`config.mk`:
```
export PLATFORM = sky130hd
export DESIGN_NAME = dcache_top
export DESIGN_NICKNAME = d
export VERILOG_FILES = /design/src/design/dcache_pkg.sv /design/src/design/dcache_if.sv /design/src/design/dcache_req_buf.sv /design/src/design/dcache_ctrl.sv /design/src/design/dcache_store.sv /design/src/design/dcache_top.sv
export SDC_FILE = /design/constraint.sdc
export NUM_CORES = 2
export LEC_CHECK = 0
export BUFFER_PORTS_ARGS = -buffer_cell sky130_fd_sc_hd__buf_2
export CORE_UTILIZATION = 35
export CTS_CLUSTER_SIZE = 16
export DETAILED_ROUTE_END_ITERATION = 10
export PLACE_DENSITY_LB_ADDON = 0.08
export SLEW_MARGIN = 10
export SYNTH_ARGS = -nofsm -noshare
export SYNTH_HDL_FRONTEND = slang
export SYNTH_HIERARCHICAL = 1
export SYNTH_SLANG_ARGS = --single-unit
```
`constraint.sdc`:
```
create_clock -name clk -period 8 [get_ports clk]
set_input_delay 0.8 -clock clk [delete_from_list [all_inputs] [get_ports clk]]
set_output_delay 0.8 -clock clk [all_outputs]
set_load 0.005 [all_outputs]
```
`src/design/dcache_pkg.sv`:
```
package dcache_pkg;

    //////////////////////////////
    // cache geometry
    //////////////////////////////

    localparam int OFFSET_W = 2;    // byte offset inside the one-word line
    localparam int INDEX_W  = 4;    // address bits 5..2
    localparam int SETS     = 16;
    localparam int WAYS     = 2;    // hit select and victim pick are 2-way only
    localparam int TAG_W    = 32 - INDEX_W - OFFSET_W;

    //////////////////////////////
    // types
    //////////////////////////////

    typedef logic [31:0]        addr_t;     // byte address
    typedef logic [31:0]        word_t;
    typedef logic [3:0]         strb_t;     // one bit per byte
    typedef logic [TAG_W-1:0]   tag_t;
    typedef logic [INDEX_W-1:0] index_t;
    typedef logic [WAYS-1:0]    way_t;      // one-hot way vector
    typedef logic [31:0]        count_t;

    // main controller
    typedef enum logic [2:0] {
        idle,
        lookup,
        write_wait,     // write sent and not yet taken by memory
        read_wait,      // miss or uncached read outstanding
        refill          // one cycle to write the fetched word
    } ctrl_state_t;

endpackage

```
`src/design/dcache_if.sv`:
```
// buffered request shared by request buffer, controller and store
interface req_if;
    import dcache_pkg::*;

    addr_t addr;
    word_t wdata;
    strb_t wstrb;
    logic  is_write;
    logic  uncached;
    logic  load;        // capture the next pipeline request

    modport buffer (
        output addr, wdata, wstrb, is_write, uncached,
        input  load
    );

    modport ctrl (
        input  is_write, uncached,
        output load
    );

    // store takes the address for compare and data and strobe for the merge
    modport store (
        input addr, wdata, wstrb
    );
endinterface

// array control and lookup results between controller and store
interface array_if;
    import dcache_pkg::*;

    way_t  hit;
    word_t hit_rdata;
    way_t  victim;          // LRU way of the current set
    way_t  data_we;         // writes tag, valid and data together
    logic  wstrb_merge;     // 1 on hit write, 0 on refill
    word_t refill_data;
    way_t  invalidate;
    way_t  use_way;         // LRU update

    modport ctrl (
        input  hit, hit_rdata, victim,
        output data_we, wstrb_merge, refill_data, invalidate, use_way
    );

    modport store (
        output hit, hit_rdata, victim,
        input  data_we, wstrb_merge, refill_data, invalidate, use_way
    );
endinterface

```
`src/design/dcache_req_buf.sv`:
```
module dcache_req_buf (
    input  logic              clk,
    input  logic              rstn,
    input  logic              req_valid,
    input  dcache_pkg::addr_t req_addr,
    input  dcache_pkg::word_t req_wdata,
    input  dcache_pkg::strb_t req_wstrb,
    input  logic              req_write,
    input  logic              req_uncached,
    req_if.buffer             rq
);

    logic take;     // request accepted this edge

    assign take = rq.load && req_valid;

    // request kind
    always_ff @(posedge clk) begin
        if (!rstn) begin
            rq.is_write <= 1'b0;
            rq.uncached <= 1'b0;
        end else if (take) begin
            rq.is_write <= req_write;
            rq.uncached <= req_uncached;
        end
    end

    //////////////////////////////
    // payload
    //////////////////////////////

    // address also feeds mem_addr until the next load
    always_ff @(posedge clk) begin
        if (take) begin
            rq.addr  <= req_addr;
            rq.wdata <= req_wdata;
            rq.wstrb <= req_wstrb;
        end
    end

endmodule

```
`src/design/dcache_ctrl.sv`:
```
module dcache_ctrl (
    input  logic               clk,
    input  logic               rstn,
    input  logic               req_valid,
    output logic               req_ready,
    req_if.ctrl                rq,
    array_if.ctrl              ar,
    output logic               mem_req,
    output logic               mem_wr,
    input  logic               mem_addr_ok,
    input  logic               mem_data_ok,
    input  dcache_pkg::word_t  mem_rdata,
    output logic               resp_valid,
    output dcache_pkg::word_t  resp_rdata,
    output dcache_pkg::count_t hit_count,
    output dcache_pkg::count_t miss_count
);
    import dcache_pkg::*;

    ctrl_state_t state;
    ctrl_state_t next_state;
    ctrl_state_t accept_next;   // where to go once ready is given
    way_t        hit_sel;       // one hit way with way 0 first
    logic        miss;
    logic        hit_inc;
    logic        miss_inc;
    word_t       refill_q;

    assign miss        = ~|ar.hit || rq.uncached;
    assign hit_sel     = ar.hit[0] ? 2'b01 : (ar.hit[1] ? 2'b10 : 2'b00);
    assign accept_next = req_valid ? lookup : idle;

    assign rq.load        = req_ready;  // buffer loads whenever ready is high
    assign ar.refill_data = refill_q;

    always_ff @(posedge clk) begin
        if (!rstn)
            state <= idle;
        else
            state <= next_state;
    end

    // memory word for the refill cycle
    always_ff @(posedge clk) begin
        if (mem_data_ok)
            refill_q <= mem_rdata;
    end

    //////////////////////////////
    // main FSM
    //////////////////////////////

    always_comb begin
        next_state     = state;
        req_ready      = 1'b0;
        mem_req        = 1'b0;
        mem_wr         = 1'b0;
        resp_valid     = 1'b0;
        resp_rdata     = ar.hit_rdata;
        ar.data_we     = '0;
        ar.wstrb_merge = 1'b0;
        ar.invalidate  = '0;
        ar.use_way     = '0;
        hit_inc        = 1'b0;
        miss_inc       = 1'b0;

        case (state)
            idle: begin
                req_ready = 1'b1;
                if (req_valid)
                    next_state = lookup;
            end

            lookup: begin
                hit_inc  = ~miss;
                miss_inc = miss;
                if (rq.uncached)
                    ar.invalidate = hit_sel;    // drop any cached copy
                if (rq.is_write) begin
                    mem_req = 1'b1;             // write-through on hit and miss
                    mem_wr  = 1'b1;
                    if (!miss) begin
                        ar.data_we     = hit_sel;
                        ar.wstrb_merge = 1'b1;
                        ar.use_way     = hit_sel;
                    end
                    if (mem_addr_ok) begin
                        req_ready  = 1'b1;
                        next_state = accept_next;
                    end else begin
                        next_state = write_wait;
                    end
                end else if (!miss) begin
                    resp_valid = 1'b1;          // read hit
                    ar.use_way = hit_sel;
                    req_ready  = 1'b1;
                    next_state = accept_next;
                end else begin
                    mem_req = 1'b1;
                    if (mem_data_ok) begin      // zero-delay memory
                        resp_valid = 1'b1;
                        resp_rdata = mem_rdata;
                        next_state = refill;
                    end else begin
                        next_state = read_wait;
                    end
                end
            end

            write_wait: begin
                mem_req = 1'b1;
                mem_wr  = 1'b1;
                if (mem_addr_ok) begin
                    req_ready  = 1'b1;
                    next_state = accept_next;
                end
            end

            read_wait: begin
                mem_req = 1'b1;
                if (mem_data_ok) begin
                    resp_valid = 1'b1;
                    resp_rdata = mem_rdata;
                    next_state = refill;
                end
            end

            refill: begin
                req_ready = 1'b1;
                if (!rq.uncached) begin         // uncached reads leave the arrays alone
                    ar.data_we = ar.victim;
                    ar.use_way = ar.victim;
                end
                next_state = accept_next;
            end

            default: next_state = idle;
        endcase
    end

    // event counters
    always_ff @(posedge clk) begin
        if (!rstn) begin
            hit_count  <= '0;
            miss_count <= '0;
        end else begin
            if (hit_inc)
                hit_count <= hit_count + 1'b1;
            if (miss_inc)
                miss_count <= miss_count + 1'b1;
        end
    end

    //////////////////////////////
    // checks
    //////////////////////////////

    assert property (@(posedge clk) disable iff (!rstn) mem_wr |-> mem_req)
        else $error("mem_wr without mem_req in %s", state.name());

    // a write not yet taken must stay on the port
    assert property (@(posedge clk) disable iff (!rstn)
        mem_req && mem_wr && !mem_addr_ok |=> mem_req && mem_wr)
        else $error("memory write dropped before mem_addr_ok");

    assert property (@(posedge clk) disable iff (!rstn)
        $onehot0(ar.data_we) && $onehot0(ar.invalidate))
        else $error("more than one way strobed in %s", state.name());

    assert property (@(posedge clk) disable iff (!rstn) state == idle |-> !resp_valid)
        else $error("resp_valid while idle");

endmodule

```
`src/design/dcache_store.sv`:
```
module dcache_store (
    input  logic  clk,
    input  logic  rstn,
    req_if.store  rq,
    array_if.store ar
);
    import dcache_pkg::*;

    tag_t               tag_mem  [WAYS][SETS];
    word_t              data_mem [WAYS][SETS];
    way_t               valid_q  [SETS];    // both ways' valid bits per set
    logic [SETS-1:0]    lru_q;              // 0 means way 0 is least recent

    index_t idx;
    tag_t   tag;
    way_t   hit_w;
    word_t  wr_word;

    assign idx = rq.addr[OFFSET_W +: INDEX_W];
    assign tag = rq.addr[OFFSET_W + INDEX_W +: TAG_W];

    //////////////////////////////
    // lookup
    //////////////////////////////

    always_comb begin
        for (int w = 0; w < WAYS; w++)
            hit_w[w] = valid_q[idx][w] && (tag_mem[w][idx] == tag);
    end

    assign ar.hit       = hit_w;
    assign ar.hit_rdata = hit_w[1] ? data_mem[1][idx] : data_mem[0][idx];
    assign ar.victim    = lru_q[idx] ? 2'b10 : 2'b01;

    // merge uses the hit word, since only the hit way takes a merged write
    always_comb begin
        for (int b = 0; b < 4; b++) begin
            if (!ar.wstrb_merge)
                wr_word[8*b +: 8] = ar.refill_data[8*b +: 8];
            else if (rq.wstrb[b])
                wr_word[8*b +: 8] = rq.wdata[8*b +: 8];
            else
                wr_word[8*b +: 8] = ar.hit_rdata[8*b +: 8];
        end
    end

    //////////////////////////////
    // arrays
    //////////////////////////////

    always_ff @(posedge clk) begin
        for (int w = 0; w < WAYS; w++) begin
            if (ar.data_we[w]) begin
                tag_mem[w][idx]  <= tag;
                data_mem[w][idx] <= wr_word;
            end
        end
    end

    always_ff @(posedge clk) begin
        if (!rstn) begin
            for (int s = 0; s < SETS; s++)
                valid_q[s] <= '0;
            lru_q <= '0;
        end else begin
            for (int w = 0; w < WAYS; w++) begin
                if (ar.data_we[w])
                    valid_q[idx][w] <= 1'b1;
                else if (ar.invalidate[w])
                    valid_q[idx][w] <= 1'b0;
            end
            // point at the way not just used
            if (ar.use_way[0])
                lru_q[idx] <= 1'b1;
            else if (ar.use_way[1])
                lru_q[idx] <= 1'b0;
        end
    end

    // controller must never fill and drop the same way at once
    assert property (@(posedge clk) disable iff (!rstn) !(|(ar.data_we & ar.invalidate)))
        else $error("data_we and invalidate on the same way, set %0d", idx);

endmodule

```
`src/design/dcache_top.sv`:
```
module dcache_top (
    input  logic               clk,
    input  logic               rstn,
    // pipeline side
    input  logic               req_valid,
    output logic               req_ready,
    input  dcache_pkg::addr_t  req_addr,
    input  logic               req_write,
    input  dcache_pkg::strb_t  req_wstrb,
    input  dcache_pkg::word_t  req_wdata,
    input  logic               req_uncached,
    output logic               resp_valid,
    output dcache_pkg::word_t  resp_rdata,
    output dcache_pkg::count_t hit_count,
    output dcache_pkg::count_t miss_count,
    // memory side
    output logic               mem_req,
    output logic               mem_wr,
    output dcache_pkg::addr_t  mem_addr,
    output dcache_pkg::word_t  mem_wdata,
    output dcache_pkg::strb_t  mem_wstrb,
    input  dcache_pkg::word_t  mem_rdata,
    input  logic               mem_addr_ok,
    input  logic               mem_data_ok
);

    req_if   rq_bus ();
    array_if ar_bus ();

    // memory port takes the buffered request as is
    assign mem_addr  = rq_bus.addr;
    assign mem_wdata = rq_bus.wdata;
    assign mem_wstrb = rq_bus.wstrb;

    dcache_req_buf u_req_buf (
        .clk(clk), .rstn(rstn), .req_valid(req_valid),
        .req_addr(req_addr), .req_wdata(req_wdata), .req_wstrb(req_wstrb),
        .req_write(req_write), .req_uncached(req_uncached),
        .rq(rq_bus)
    );

    dcache_ctrl u_ctrl (
        .clk(clk), .rstn(rstn), .req_valid(req_valid), .req_ready(req_ready),
        .rq(rq_bus), .ar(ar_bus),
        .mem_req(mem_req), .mem_wr(mem_wr), .mem_addr_ok(mem_addr_ok),
        .mem_data_ok(mem_data_ok), .mem_rdata(mem_rdata),
        .resp_valid(resp_valid), .resp_rdata(resp_rdata),
        .hit_count(hit_count), .miss_count(miss_count)
    );

    dcache_store u_store (
        .clk(clk), .rstn(rstn), .rq(rq_bus), .ar(ar_bus)
    );

endmodule

```
==> results_dict.tcl <==
set metrics [dict create \
    setup_viol 0 \
    fin_skew_ns 0.0529 \
    postLayoutCellArea_sq_um 96200 \
    die_y_um 486 \
    synth_top_cell_by_area "edfxtp_1" \
    min_path_type "in -> reg" \
    area_growth_pct 17.2 \
    required_ns 7.20 \
    cp_top_family "simple AND/OR/NAND/NOR gates" \
    placed_cells 7312 \
    cts_tree "built" \
    cap_violations 0 \
    antenna_found_initial 10 \
    path_depth 15 \
    irDropWorstVdd_v 0.000189 \
    drtIter0Drc 4188 \
    outcome "completed" \
    initial_core_util 0.353 \
    nets 4518 \
    synth.area.top_cells "edfxtp_1, mux4_2, dfxtp_1" \
    met2_usage 0.338 \
    power.switching_w 0.00563 \
    drive_gt1_frac 0.329 \
    whs_path_depth 1 \
    max_stage_delay_ns 1.01 \
    ant_nets 0 \
    grt_start_max_net_pins 72 \
    track_usage 0.213 \
    core_area_sq_um 233000 \
    relSlewSlack 0.231 \
    drcViolationCount 0 \
    pwr-share-comb 0.075 \
    fin_cells 7744 \
    post_cts_buffers 0 \
    grt_util_met1 0.308 \
    cts.sinks 2073 \
    fp.dieW_um 486 \
    grt_pass1_vias 43215 \
    clk_pin_slew_ns 0.06 \
    hold_viol 0 \
    p_int_w 0.0187 \
    viasPerCell 5.49 \
    overflow 0 \
    crit_path_cell_trace "buf_12 > buf_12 > mux4_2 > mux4_2 > xnor2_2 > nand4_1 > or4_1 > nor4_2 > buf_4 > o21ba_2 > o21ai_0 > and3_2 > buf_4 > mux2_2 > buf_2" \
    synthFlopType "edfxtp_1" \
    routed-via-count 42499 \
    post-route-period-util 0.964 \
    cts_buffers 227 \
    critPathCaptureType "output pin" \
    total_power_w 0.0244 \
    p_leak_nw 30.4 \
    worstPathArrival_ns 6.91 \
    async_reset_ff_frac 0 \
    io_buffers 274 \
    placed_area_sq_um 88800 \
    routedWlPerCell_um 32.7 \
    rows 177 \
    worst_pin_slew_ns 1.15 \
    cp.buffers_inverters 5 \
    insertion_delay_ns 0.89 \
    p_clk_frac 0.425 \
    critPathKind "reg -> out" \
    syn-instance-count 3925 \
    drt_wl_total_mm 253 \
    synth_top_area_share 0.727 \
    ys_warn_count 6 \
    drv_slew 0 \
    cp-start-kind "flop" \
    busiest_layer "met2" \
    ios 275 \
    synth_edf_count 1988 \
    final.setup.tns_ns 0 \
    clk_path_buf_depth 3 \
    synth_nets 4034 \
    pre_cts_ws_ns 0.328 \
    grt_pass1_wl_mm 351 \
    use_met3 0.0320 \
    rr_worst_depth 17 \
    htree_levels 4 \
    fmax_mhz 130 \
    netlist_area_sq_um 82100 \
    cts_hold_buf 0 \
    synth-seq-cells 2073 \
    firstDrtPassIters 5 \
    critPathSlowestCell "edfxtp_1" \
    yosysSeqAreaShare 0.748 \
    die-area_sq_um 236000 \
    crit_fanout 36 \
    hpwlAfterDp_mm 141 \
    power_density_nw_per_um2 253 \
    synthDistinctLibCells 72 \
    layout_setup_ws_ns 0.286 \
    finalCriticalPeriod_ns 7.71 \
    root_buffer "clkbuf_16" \
    syn_area_per_cell_sq_um 20.9 \
    gp_congestion 0.717 \
    swShare 0.231 \
    power_frac_seq 0.500 \
]
## worst reg2reg max path, delay by kind of cell, from the launching register on
kind | cells | cell delay (ns)
xor+xnor | 1 | 0.38
compound gates | 3 | 0.63
mux | 2 | 0.86
buf+inv | 6 | 1.97
simple gates | 5 | 2.13
flops | 1 | 1.01
## worst paths after layout
check,startpoint,end,slack (ns)
max,u_req_buf/rq.addr[3]$_DFFE_PP_,resp_rdata[11],0.29
min reg2reg,u_ctrl/miss_count[31]$_SDFFE_PN0P_,u_ctrl/miss_count[31]$_SDFFE_PN0P_,0.47
min,req_wstrb[1],u_req_buf/rq.wstrb[1]$_DFFE_PP_,0.08
max reg2reg,u_req_buf/rq.addr[3]$_DFFE_PP_,u_store/data_mem[0][748]$_DFFE_PP_,0.73
## flip-flops by register name (all words and copies together), names as in the netlist, named ones only
| name | cells |
|---|---|
| u_store/data_mem | 1024 |
| u_ctrl/state | 3 |
| u_req_buf/rq.uncached | 1 |
| u_store/tag_mem | 832 |
| u_ctrl/ar.refill_data | 32 |
| u_req_buf/rq.addr | 32 |
| u_req_buf/rq.is_write | 1 |
| u_store/valid_q | 32 |
| u_ctrl/hit_count | 32 |
| u_req_buf/rq.wstrb | 4 |
| u_ctrl/miss_count | 32 |
| u_req_buf/rq.wdata | 32 |
## final cells by class
type                       count  area (sq um)
multi-input combinational   1589         19800
inverter                      23          86.3
clock inverter               150          1340
fill                       20630        137000
tap                         3132          3920
clock buffer                 277          5980
sequential                  2073         61400
antenna                        5          12.5
timing repair buffer         495          3670
## power groups by stage
stage	Clock, W	Sequential [W]	Combinational (W)
floorplan	0	0.0124	0.00108
global placement	0	0.0124	0.00185
detailed placement	0	0.0124	0.00186
CTS	0.0106	0.0122	0.00186
global route	0.0110	0.0122	0.00196
finish	0.0104	0.0122	0.00182
## synthesized netlist by cell type, types with 4 or more instances
cell and n:
a21oi_1 84, a22oi_1 9, a31oi_1 33, a32oi_1 17, and2_1 10, and3_1 42
and4_1 10, buf_1 22, buf_12 5, buf_2 65, buf_4 17, buf_6 16
clkbuf_1 113, dfxtp_1 85, edfxtp_1 1988, inv_1 20, mux2_2 49, mux2i_1 47
mux4_1 17, mux4_2 545, nand2_1 101, nand2b_1 16, nand3_1 73, nand3b_1 33
nand4_1 39, nor2_1 65, nor2b_1 22, nor3_1 4, nor4_1 9, o21ai_0 134
o221ai_1 5, o22ai_1 9, o311ai_0 7, o31ai_1 17, o41ai_1 7, or3_1 21
or4_1 50, xnor2_1 40, xor2_1 25
## placed cells by master (no fill, tap or decap), types with 73 or more instances in the layout
cell	instances
edfxtp_1	1988
mux4_2	545
buf_2	274
clkbuf_16	230
buf_4	170
o21ai_0	134
nand2_1	101
dfxtp_1	85
a21oi_1	84
nand3_1	73
## logic make-up (layout without fill, tap and decap cells)
logic type	Yosys count	after routing	share of synthesized area
flops	2073	2073	0.748
mux	658	658	0.167
simple gates	514	514	0.0353
compound gates	350	350	0.0257
buf+inv	263	945	0.0164
xor+xnor	65	65	0.00694
fa+ha+maj	2	2	0.000305
other cells	0	5	0
## layer usage
| metal | up-vias | wire [um] |
|---|---|---|
| met1 | 23411 | 116000 |
| met2 | 1172 | 120000 |
| met5 | - | 0 |
| met3 | 330 | 11900 |
| met4 | 0 | 5550 |
| li1 | 17586 | - |
## per-stage QoR
stage / utilization / hold slack (ns)
2_1_floorplan: - / 0.438
3_3_place_gp: 0.382 / 0.451
3_5_place_dp: 0.382 / 0.456
4_1_cts: 0.413 / 0.0140
5_1_grt: 0.413 / 0.0318
6_report: 0.413 / 0.0835
## repair_timing
item                                    4_1_cts  5_1_grt
resized for setup                             1        0
endpoints found under the setup margin       32        0
hold endpoints to repair                      0        0
No activity file was read; power rests on OpenSTA's default activity.
